## src/logic/configure.sv

```systemverilog
package configure;

  localparam int xlen = 32;

  localparam logic [xlen-1:0] reset_vector_default = 32'h0000_0000;
  localparam int fetch_depth_default = 4; // must be a power of two.

  // major opcodes of the supported rv32i subset.
  localparam logic [6:0] op_lui = 7'b0110111;
  localparam logic [6:0] op_opimm = 7'b0010011;
  localparam logic [6:0] op_op = 7'b0110011;
  localparam logic [6:0] op_load = 7'b0000011;
  localparam logic [6:0] op_store = 7'b0100011;
  localparam logic [6:0] op_branch = 7'b1100011;
  localparam logic [6:0] op_jal = 7'b1101111;

  typedef struct packed {
    logic [xlen-1:0] pc;
    logic [xlen-1:0] instr;
  } fetch_entry_type;

endpackage

```

## src/logic/fetch_stage.sv

```systemverilog
`timescale 1ns/1ns

module fetch_stage
  import configure::*;
#(
  parameter logic [xlen-1:0] reset_vector = reset_vector_default,
  parameter int fetch_depth = fetch_depth_default
)
(
  input logic clk,
  input logic reset,
  output logic imemory_valid,
  output logic [xlen-1:0] imemory_addr,
  input logic [xlen-1:0] imemory_rdata,
  input logic imemory_ready,
  input logic [$clog2(fetch_depth):0] free_slots,
  input logic redirect,
  input logic [xlen-1:0] redirect_pc,
  output logic push,
  output fetch_entry_type push_entry
);

  logic [xlen-1:0] pc; // address of the next word to request.
  logic [xlen-1:0] req_pc;
  logic in_flight;
  logic discard;
  logic done;
  logic start;

  assign done = in_flight && imemory_ready;
  // a finishing request still holds one slot until its push lands.
  assign start = !redirect && (in_flight ? (done && free_slots > 1) : (free_slots > 0));

  assign imemory_valid = in_flight;
  assign imemory_addr = req_pc;
  assign push = done && !discard && !redirect;
  assign push_entry.pc = req_pc;
  assign push_entry.instr = imemory_rdata;

  always_ff @(posedge clk) begin
    if (reset) begin
      pc <= reset_vector;
      in_flight <= 1'b0;
      discard <= 1'b0;
    end else begin
      if (start) begin
        in_flight <= 1'b1;
        pc <= pc + xlen'(4);
      end else if (done) begin
        in_flight <= 1'b0;
      end
      if (redirect) begin
        pc <= redirect_pc;
      end
      if (done) begin
        discard <= 1'b0;
      end else if (redirect && in_flight) begin
        discard <= 1'b1; // the word on the bus is from the old path.
      end
    end
  end

  always_ff @(posedge clk) begin
    if (start) begin
      req_pc <= pc;
    end
  end

endmodule

```

## src/logic/fetchbuffer.sv

```systemverilog
`timescale 1ns/1ns

module fetchbuffer
  import configure::*;
#(
  parameter int depth = fetch_depth_default
)
(
  input logic clk,
  input logic reset,
  input logic push,
  input fetch_entry_type push_entry,
  input logic pop,
  input logic flush,
  output logic pop_valid,
  output fetch_entry_type pop_entry,
  output logic [$clog2(depth):0] free_slots
);

  localparam int aw = $clog2(depth);
  localparam logic [aw:0] depth_count = (aw + 1)'(depth);

  fetch_entry_type entries [depth];
  logic [aw-1:0] rd_ptr;
  logic [aw-1:0] wr_ptr;
  logic [aw:0] count;

  assign pop_valid = count != '0;
  assign pop_entry = entries[rd_ptr];
  assign free_slots = depth_count - count;

  always_ff @(posedge clk) begin
    if (reset || flush) begin
      rd_ptr <= '0;
      wr_ptr <= '0;
      count <= '0; // flush wins over a push in the same cycle.
    end else begin
      if (push) begin
        wr_ptr <= wr_ptr + 1'b1;
      end
      if (pop) begin
        rd_ptr <= rd_ptr + 1'b1;
      end
      case ({push, pop})
        2'b10: count <= count + 1'b1;
        2'b01: count <= count - 1'b1;
        default: ;
      endcase
    end
  end

  always_ff @(posedge clk) begin
    if (push) begin
      entries[wr_ptr] <= push_entry;
    end
  end

endmodule

```

## src/logic/register.sv

```systemverilog
`timescale 1ns/1ns

module register
  import configure::*;
(
  input logic clk,
  input logic reset,
  input logic [4:0] rs1_index,
  input logic [4:0] rs2_index,
  input logic [4:0] rd_index,
  input logic rd_write,
  input logic [xlen-1:0] rd_data,
  output logic [xlen-1:0] rs1_data,
  output logic [xlen-1:0] rs2_data
);

  logic [xlen-1:0] regs [31:1]; // x0 has no storage.

  assign rs1_data = (rs1_index == 5'd0) ? '0 : regs[rs1_index];
  assign rs2_data = (rs2_index == 5'd0) ? '0 : regs[rs2_index];

  always_ff @(posedge clk) begin
    if (reset) begin
      for (int i = 1; i < 32; i++) begin
        regs[i] <= '0;
      end
    end else if (rd_write && rd_index != 5'd0) begin
      regs[rd_index] <= rd_data;
    end
  end

endmodule

```

## src/logic/execute_stage.sv

```systemverilog
`timescale 1ns/1ns

module execute_stage
  import configure::*;
(
  input logic clk,
  input logic reset,
  input logic pop_valid,
  input fetch_entry_type pop_entry,
  output logic pop,
  output logic redirect,
  output logic [xlen-1:0] redirect_pc,
  output logic [4:0] rs1_index,
  output logic [4:0] rs2_index,
  output logic [4:0] rd_index,
  output logic rd_write,
  output logic [xlen-1:0] rd_data,
  input logic [xlen-1:0] rs1_data,
  input logic [xlen-1:0] rs2_data,
  output logic dmemory_valid,
  output logic [xlen-1:0] dmemory_addr,
  output logic [xlen-1:0] dmemory_wdata,
  output logic [3:0] dmemory_wstrb,
  input logic [xlen-1:0] dmemory_rdata,
  input logic dmemory_ready
);

  logic [31:0] instr;
  logic [6:0] opcode;
  logic [2:0] funct3;
  logic [6:0] funct7;
  logic [xlen-1:0] imm_i;
  logic [xlen-1:0] imm_s;
  logic [xlen-1:0] imm_b;
  logic [xlen-1:0] imm_j;
  logic [xlen-1:0] imm_u;
  logic is_lw;
  logic is_sw;
  logic is_sb;
  logic is_beq;
  logic is_bne;
  logic is_jal;
  logic is_mem;
  logic active;
  logic taken;
  logic writes_rd;
  logic [xlen-1:0] result;
  logic [xlen-1:0] target;

  assign instr = pop_entry.instr;
  assign opcode = instr[6:0];
  assign funct3 = instr[14:12];
  assign funct7 = instr[31:25];
  assign rd_index = instr[11:7];
  assign rs1_index = instr[19:15];
  assign rs2_index = instr[24:20];

  assign imm_i = {{20{instr[31]}}, instr[31:20]};
  assign imm_s = {{20{instr[31]}}, instr[31:25], instr[11:7]};
  assign imm_b = {{19{instr[31]}}, instr[31], instr[7], instr[30:25], instr[11:8], 1'b0};
  assign imm_j = {{11{instr[31]}}, instr[31], instr[19:12], instr[20], instr[30:21], 1'b0};
  assign imm_u = {instr[31:12], 12'b0};

  assign is_lw = opcode == op_load && funct3 == 3'b010;
  assign is_sw = opcode == op_store && funct3 == 3'b010;
  assign is_sb = opcode == op_store && funct3 == 3'b000;
  assign is_beq = opcode == op_branch && funct3 == 3'b000;
  assign is_bne = opcode == op_branch && funct3 == 3'b001;
  assign is_jal = opcode == op_jal;
  assign is_mem = is_lw || is_sw || is_sb;

  // the head behind a taken branch is wrong path until the flush lands.
  assign active = pop_valid && !redirect;
  assign pop = active && (!is_mem || dmemory_ready);

  always_comb begin
    writes_rd = 1'b0;
    result = '0;
    case (opcode)
      op_lui: begin
        writes_rd = 1'b1;
        result = imm_u;
      end
      op_opimm: begin
        writes_rd = funct3 == 3'b000; // addi only.
        result = rs1_data + imm_i;
      end
      op_op: begin
        writes_rd = 1'b1;
        case ({funct7, funct3})
          10'b0000000_000: result = rs1_data + rs2_data;
          10'b0100000_000: result = rs1_data - rs2_data;
          10'b0000000_111: result = rs1_data & rs2_data;
          10'b0000000_110: result = rs1_data | rs2_data;
          10'b0000000_100: result = rs1_data ^ rs2_data;
          default: writes_rd = 1'b0;
        endcase
      end
      op_load: begin
        writes_rd = is_lw;
        result = dmemory_rdata;
      end
      op_jal: begin
        writes_rd = 1'b1;
        result = pop_entry.pc + xlen'(4);
      end
      default: ;
    endcase
  end

  assign rd_write = pop && writes_rd;
  assign rd_data = result;

  assign taken = is_jal || (is_beq && rs1_data == rs2_data) || (is_bne && rs1_data != rs2_data);
  assign target = pop_entry.pc + (is_jal ? imm_j : imm_b);

  assign dmemory_valid = active && is_mem;
  assign dmemory_addr = rs1_data + (opcode == op_store ? imm_s : imm_i);
  assign dmemory_wdata = is_sb ? {4{rs2_data[7:0]}} : rs2_data;
  assign dmemory_wstrb = is_sw ? 4'b1111 : (is_sb ? (4'b0001 << dmemory_addr[1:0]) : 4'b0000);

  always_ff @(posedge clk) begin
    if (reset) begin
      redirect <= 1'b0;
    end else begin
      redirect <= pop && taken;
    end
  end

  always_ff @(posedge clk) begin
    if (pop && taken) begin
      redirect_pc <= target;
    end
  end

endmodule

```

## src/logic/cpu.sv

```systemverilog
`timescale 1ns/1ns

module cpu
  import configure::*;
#(
  parameter logic [xlen-1:0] reset_vector = reset_vector_default,
  parameter int fetch_depth = fetch_depth_default
)
(
  input logic clk,
  input logic reset,
  output logic imemory_valid,
  output logic [xlen-1:0] imemory_addr,
  output logic [xlen-1:0] imemory_wdata,
  output logic [3:0] imemory_wstrb,
  input logic [xlen-1:0] imemory_rdata,
  input logic imemory_ready,
  output logic dmemory_valid,
  output logic [xlen-1:0] dmemory_addr,
  output logic [xlen-1:0] dmemory_wdata,
  output logic [3:0] dmemory_wstrb,
  input logic [xlen-1:0] dmemory_rdata,
  input logic dmemory_ready
);

  logic push;
  fetch_entry_type push_entry;
  logic [$clog2(fetch_depth):0] free_slots;
  logic pop;
  logic pop_valid;
  fetch_entry_type pop_entry;
  logic redirect;
  logic [xlen-1:0] redirect_pc;
  logic [4:0] rs1_index;
  logic [4:0] rs2_index;
  logic [4:0] rd_index;
  logic rd_write;
  logic [xlen-1:0] rd_data;
  logic [xlen-1:0] rs1_data;
  logic [xlen-1:0] rs2_data;

  assign imemory_wdata = '0; // the instruction port only reads.
  assign imemory_wstrb = '0;

  fetch_stage #(
    .reset_vector (reset_vector),
    .fetch_depth (fetch_depth)
  ) fetch_stage_comp (
    .clk (clk),
    .reset (reset),
    .imemory_valid (imemory_valid),
    .imemory_addr (imemory_addr),
    .imemory_rdata (imemory_rdata),
    .imemory_ready (imemory_ready),
    .free_slots (free_slots),
    .redirect (redirect),
    .redirect_pc (redirect_pc),
    .push (push),
    .push_entry (push_entry)
  );

  fetchbuffer #(
    .depth (fetch_depth)
  ) fetchbuffer_comp (
    .clk (clk),
    .reset (reset),
    .push (push),
    .push_entry (push_entry),
    .pop (pop),
    .flush (redirect),
    .pop_valid (pop_valid),
    .pop_entry (pop_entry),
    .free_slots (free_slots)
  );

  register register_comp (
    .clk (clk),
    .reset (reset),
    .rs1_index (rs1_index),
    .rs2_index (rs2_index),
    .rd_index (rd_index),
    .rd_write (rd_write),
    .rd_data (rd_data),
    .rs1_data (rs1_data),
    .rs2_data (rs2_data)
  );

  execute_stage execute_stage_comp (
    .clk (clk),
    .reset (reset),
    .pop_valid (pop_valid),
    .pop_entry (pop_entry),
    .pop (pop),
    .redirect (redirect),
    .redirect_pc (redirect_pc),
    .rs1_index (rs1_index),
    .rs2_index (rs2_index),
    .rd_index (rd_index),
    .rd_write (rd_write),
    .rd_data (rd_data),
    .rs1_data (rs1_data),
    .rs2_data (rs2_data),
    .dmemory_valid (dmemory_valid),
    .dmemory_addr (dmemory_addr),
    .dmemory_wdata (dmemory_wdata),
    .dmemory_wstrb (dmemory_wstrb),
    .dmemory_rdata (dmemory_rdata),
    .dmemory_ready (dmemory_ready)
  );

endmodule

```

## config.mk

```make
export PLATFORM = sky130hd
export DESIGN_NAME = cpu
export DESIGN_NICKNAME = d
export VERILOG_FILES = /design/src/logic/configure.sv /design/src/logic/fetch_stage.sv /design/src/logic/fetchbuffer.sv /design/src/logic/register.sv /design/src/logic/execute_stage.sv /design/src/logic/cpu.sv
export SDC_FILE = /design/constraint.sdc
export NUM_CORES = 2
export LEC_CHECK = 0
export BUFFER_PORTS_ARGS = -buffer_cell sky130_fd_sc_hd__buf_2
export CAP_MARGIN = 25
export CELL_PAD_IN_SITES_DETAIL_PLACEMENT = 0
export CELL_PAD_IN_SITES_GLOBAL_PLACEMENT = 1
export CORE_MARGIN = 5
export CORE_UTILIZATION = 48
export DETAILED_ROUTE_END_ITERATION = 10
export PLACE_DENSITY_LB_ADDON = 0.1
export SLEW_MARGIN = 20
export SYNTH_ARGS = -nofsm -noshare
export SYNTH_HDL_FRONTEND = slang
export SYNTH_HIERARCHICAL = 1
export SYNTH_SLANG_ARGS = --single-unit
```

## constraint.sdc

```tcl
create_clock -name clk -period 6.4 [get_ports clk]
set_input_delay 0.64 -clock clk [delete_from_list [all_inputs] [get_ports clk]]
set_output_delay 0.64 -clock clk [all_outputs]
set_load 0.02 [all_outputs]
```

; ---- Word-level counts from Yosys, hierarchy flattened
; Memories as Yosys holds them, arrays and structs flattened. A register that Yosys moved wholly into a read port is not among the register bits.
; Index checks and enable logic that the tools add are counted.
[op_classes]
add_sub_neg = 12
order_cmp = 2
n_eq_ne = 17
shifts = 1
n_mux = 29
bitwise = 3
reduce_logical = 41
[op_table]
columns = op, count
row1 = 32-bit one-hot mux with 5 select lines, 2
row2 = 32-bit two-way mux, 6
row3 = 32-bit adder, 4
row4 = "32-bit by 3-bit adder with 32-bit output, second input constant", 2
row5 = 32-bit AND, 1
row6 = 32-bit == test, 1
row7 = 32-bit inequality test, 1
row8 = 32-bit bitwise OR, 1
row9 = 32-bit OR reduction, 1
row10 = 32-bit subtractor, 1
row11 = 32-bit XOR, 1
row12 = "10-bit by 3-bit == test with 1-bit output, second input constant", 3
row13 = "7-bit by 6-bit == test with 1-bit output, second input constant", 3
row14 = 20-bit two-way mux, 1
row15 = 1-bit logical AND, 19
row16 = "7-bit == test, second input constant", 2
row17 = 1-bit two-way mux, 12
row18 = "10-bit by 9-bit == test with 1-bit output, second input constant", 1
row19 = 10-bit logical NOT, 1
row20 = 5-bit logical NOT, 2
row21 = 5-bit two-way mux, 2
row22 = 4-bit two-way mux, 2
row23 = "7-bit by 2-bit == test with 1-bit output, second input constant", 1
row24 = "7-bit by 5-bit == test with 1-bit output, second input constant", 1
row25 = other kinds (21), 34
[word_totals]
ff_bits = 106
ramBits = 1248
out_inout_bits = 138
word_cells = 116
mem_count = 2
[memory_table]
columns = name, depth, word_bits, read_ports, rd_clocked_by_memory_dff, wr, line_no
row1 = register_comp.regs, 31, 32, 2, 0, 31, register.sv:17  ; logic [xlen-1:0] regs [31:1];
row2 = fetchbuffer_comp.entries, 4, 64, 1, 1, 1, fetchbuffer.sv:23  ; fetch_entry_type entries [depth];

; ---- Depth between registers and ports, before layout
[logic_depth]
word_depth = 14
ltp_mapped = 27

; ---- By module
; Netlist, hierarchy kept.
[by_module_without_submodules]
columns = module, instances, cells_per_inst, area_per_inst_um2
row1 = register, 1, 3500, 54225.8
row2 = execute_stage, 1, 1797, 12469.5
row3 = fetchbuffer, 1, 386, 9783.1
row4 = fetch_stage, 1, 332, 3372.0
row5 = cpu, 1, 37, 274.0

; ---- Least setup slack after synthesis
; No wires, ideal clock.
[synth_timing]
kind = register to register
start = reg (tool-made name)
end = mem register_comp.regs[10][27] (data pin)
setup_time_ps = 255
arrival_ps = 5872
required_time_ps = 6145
slack_ps = 273
path_stages_with_launch = 25
cell_sequence = dfxtp_1 -> buf_6 -> buf_12 -> mux4_2 -> buf_4 -> buf_4 -> buf_4 -> buf_4 -> buf_4 -> mux4_2 -> o22ai_1 -> nor3_1 -> inv_1 -> ha_1 -> o21bai_1 -> o211ai_1 -> a2bb2oi_1 -> a31oi_2 -> o221ai_2 -> a221oi_2 -> nor3_1 -> o31a_1 -> a211o_1 -> clkbuf_1 -> and2_1
[synth_lines]
columns = item, line_no
row1 = "end, declared", register.sv:17

==> flow_summary.toml <==
[final_layout]
drive_gt1_share_pct = 35.3
fin_nets = 7084
area_delta_synth_final_pct = 23.4
nFillCells = 13208
post-route-util_pct = 59.3

[yosys]
synthArstFlopShare_pct = 0
synth_top_area_share_pct = 50.4
ys_ff_latch = 1388
synth_ff_type = "edfxtp_1"
synth_most_common_cell = "edfxtp_1"
synth_cell_types = 99
synth_edf_count = 1344
syn_inst = 6052
ys_top_cells_by_area = "edfxtp_1 50%, mux4_2 15%, and2_1 7.9%, ha_1 2.8%, mux2i_1 2.3%"
ys_warn_count = 6
seq_area_frac_synth_pct = 51.5
syn_avg_cell_area_sq_um = 13.2
synthTopCellsByCount = "1,344 x edfxtp_1, 1,012 x and2_1, 532 x mux4_2"
synthesis.area_sq_um = 80100
synth_top_area_cell = "edfxtp_1"

[cts]
cts_buffers = 156
clock-root-buffer = "clkbuf_16"
clk_pin_slew_ps = 60
cts_sinks = 1388
htree_num_levels = 4
clockBufferDepth = 3
cts_tree = "yes"
insertion_delay_ps = 820

[critical_path]
crit_required_ps = 6930
cp_top_family = "compound AO/OA/AOI/OAI gates"
crit_top_cell = "buf_12"
worst_setup_path_end_kind = "register"
worstPathMaxFanout = 21
cp_cell_sequence = "buf_12 -> mux4_4 -> buf_12 -> bufbuf_16 -> mux4_2 -> mux4_2 -> o22ai_2 -> nor3_2 -> inv_1 -> ha_2 -> buf_4 -> a21oi_2 -> o21ai_0 -> a31oi_1 -> nand2_2 -> a211oi_2 -> a31oi_1 -> buf_4 -> a221oi_4 -> xnor2_1 -> a221o_4 -> buf_12 -> clkbuf_16 -> and2_1"
ff2ff_path_depth = 24
cp-start-kind = "register"
critPathBufInv = 8
cp_slowest_stage_delay_ps = 700
critPathKind = "reg -> reg"
worst_ep_arrival_time_ps = 7110
worst-path-stages = 24
worstReg2RegEnd = "register_comp/regs[9][29]"
rrSetupSlack_ps = -170
slowest_stage = "mux4_4"

[sta]
tns_ps = -14370
period_share_pct = 103
period_needed_ps = 6570
final-hold-violation-count = 0
rsz0062_at_grt = "true"
tightestPinTransition_ps = 1220
maxSlewViolCount = 0
setup_ws_ps = -174
finClkSkew_ps = 56.4
max-slew-margin-rel_pct = 18.8
max_freq_mhz = 152
setup_viol = 196

[outcome]
failed_checks = "negative setup slack"
status = "complete, but fails checks"

[worst_hold_path]
hold_path_end = "fetchbuffer_comp/entries[2][16]"
worst_hold_path_type = "in -> reg"
whs_path_depth = 1
hp-start = "imemory_rdata[16]"

[grt]
grt_max_degree = 65
grt_overflow = 0
grt_use_total_pct = 35.4
antenna_found_initial = 24
grt_pass1_vias = 58084
grt_pass1_wl_um = 440000

[floorplan]
rows = 150
io-pin-count = 206
die_h_um = 419
start_util_pct = 48.1
dieArea_sq_um = 175000
coreArea_sq_um = 167000
fp.dieW_um = 419

[placement]
dp_slack_ps = -716
portBuffers = 169
gp_congestion = 0.968
dp_hpwl_um = 218000

[route]
via_per_inst = 6.46
wl_per_cell_um = 34.5
drc = 0
routed_wl_um = 316000
initialDrtViolationCount = 7980
drt_pre_antenna_iters = 6
antenna_left = 0
vias = 59285

[flow_run]
drv_cap = 0
==> state kept, by name, indices dropped and copies added, names as in the netlist, named ones only <==
name	flops
execute_stage_comp/redirect	1
execute_stage_comp/redirect_pc	32
fetch_stage_comp/discard	1
fetch_stage_comp/imemory_addr	32
fetch_stage_comp/imemory_valid	1
fetch_stage_comp/pc	32
fetchbuffer_comp/count	3
fetchbuffer_comp/entries	256
fetchbuffer_comp/rd_ptr	2
fetchbuffer_comp/wr_ptr	2
register_comp/regs	1024
==> worst max path at each step <==
stage	from	endpoint	slack [ps]
final	register	register_comp/regs[9][29]	-170
after global routing	register	register_comp/regs[12][29]	-290
after CTS	register	dmemory_addr[30]	-170
after detailed placement	register	register_comp/regs[16][28]	-720
after global placement	register	register_comp/regs[3][30]	-1000
after floorplan	register	register_comp/regs[10][27]	270
==> worst register-to-register path, cell delays in order, from the launching register on <==
cell and delay [ps]:
dfxtp_4 400, buf_12 120, mux4_4 700, buf_12 200, bufbuf_16 330, mux4_2 320, mux4_2 570, o22ai_2 270
nor3_2 150, inv_1 90, ha_2 310, buf_4 170, a21oi_2 130, o21ai_0 100, a31oi_1 310, nand2_2 130
a211oi_2 300, a31oi_1 130, buf_4 180, a221oi_4 300, xnor2_1 130, a221o_4 460, buf_12 170, clkbuf_16 190
and2_1 150
==> through the flow <==
step / cells / cell area [sq um] / hold slack (ps)
2_1_floorplan: 6118 / 80400 / 408
3_3_place_gp: 8731 / 89000 / 415
3_5_place_dp: 8735 / 89100 / 415
4_1_cts: 9133 / 97700 / 0.105
5_1_grt: 9167 / 98800 / 27.2
6_report: 9179 / 98800 / 61.0
==> metal layers <==
metal / vias up / track usage [%] / share of wire, %
met5: - / 0 / 0.013
met4: 6 / 15.5 / 5.1
met3: 707 / 7.79 / 10
met2: 3477 / 54.1 / 45
met1: 30597 / 49.1 / 40
li1: 24498 / - / -
==> final cells by class <==
| class | count | area [sq um] | area share (%) |
|---|---|---|---|
| tap | 2204 | 2760 | 2.79 |
| inverter | 174 | 661 | 0.668 |
| timing repair buffer | 1186 | 10900 | 11.1 |
| sequential | 1388 | 41200 | 41.7 |
| clock inverter | 76 | 778 | 0.787 |
| antenna | 14 | 35.0 | 0.0354 |
| clock buffer | 211 | 4300 | 4.35 |
| multi-input combinational | 3926 | 38100 | 38.6 |
==> what timing repair did <==
action / CTS / global route
hold buffers: 2 / 0
pin swaps: 118 / 62
cloned: 17 / 5
endpoints found under the hold margin: 3 / 0
resized for setup: 433 / 155
setup buffers: 99 / 27
endpoints found under the setup margin: 682 / 958
==> cell families (layout without fill, tap and decap cells) <==
logic type               Yosys count  after routing  synth area share (%)
AO/OA/AOI/OAI                    971            971                  8.17
XOR/XNOR                         159            159                  1.74
adder cells (fa/ha/maj)          184            184                  2.93
buffers and inverters            804           1647                  4.96
flip-flops                      1388           1388                  51.5
multiplexers                     762            762                  18.0
other                              2             82               0.00937
AND/OR/NAND/NOR                 1782           1782                  12.7
==> cell usage in the layout, fill, tap and decap left out, drive strengths merged, types with 177 or more instances in the layout <==
master | Yosys | layout
edfxtp | 1344 | 1344
mux4 | 536 | 536
nor2 | 186 | 186
mux2i | 187 | 187
and2 | 1012 | 1012
ha | 178 | 178
inv | 174 | 177
buf | 287 | 1170
clkbuf | 343 | 217
a21oi | 225 | 225
Power is not shown: default switching activity piles up to over one toggle a cycle in this logic, so the estimate is an artifact.
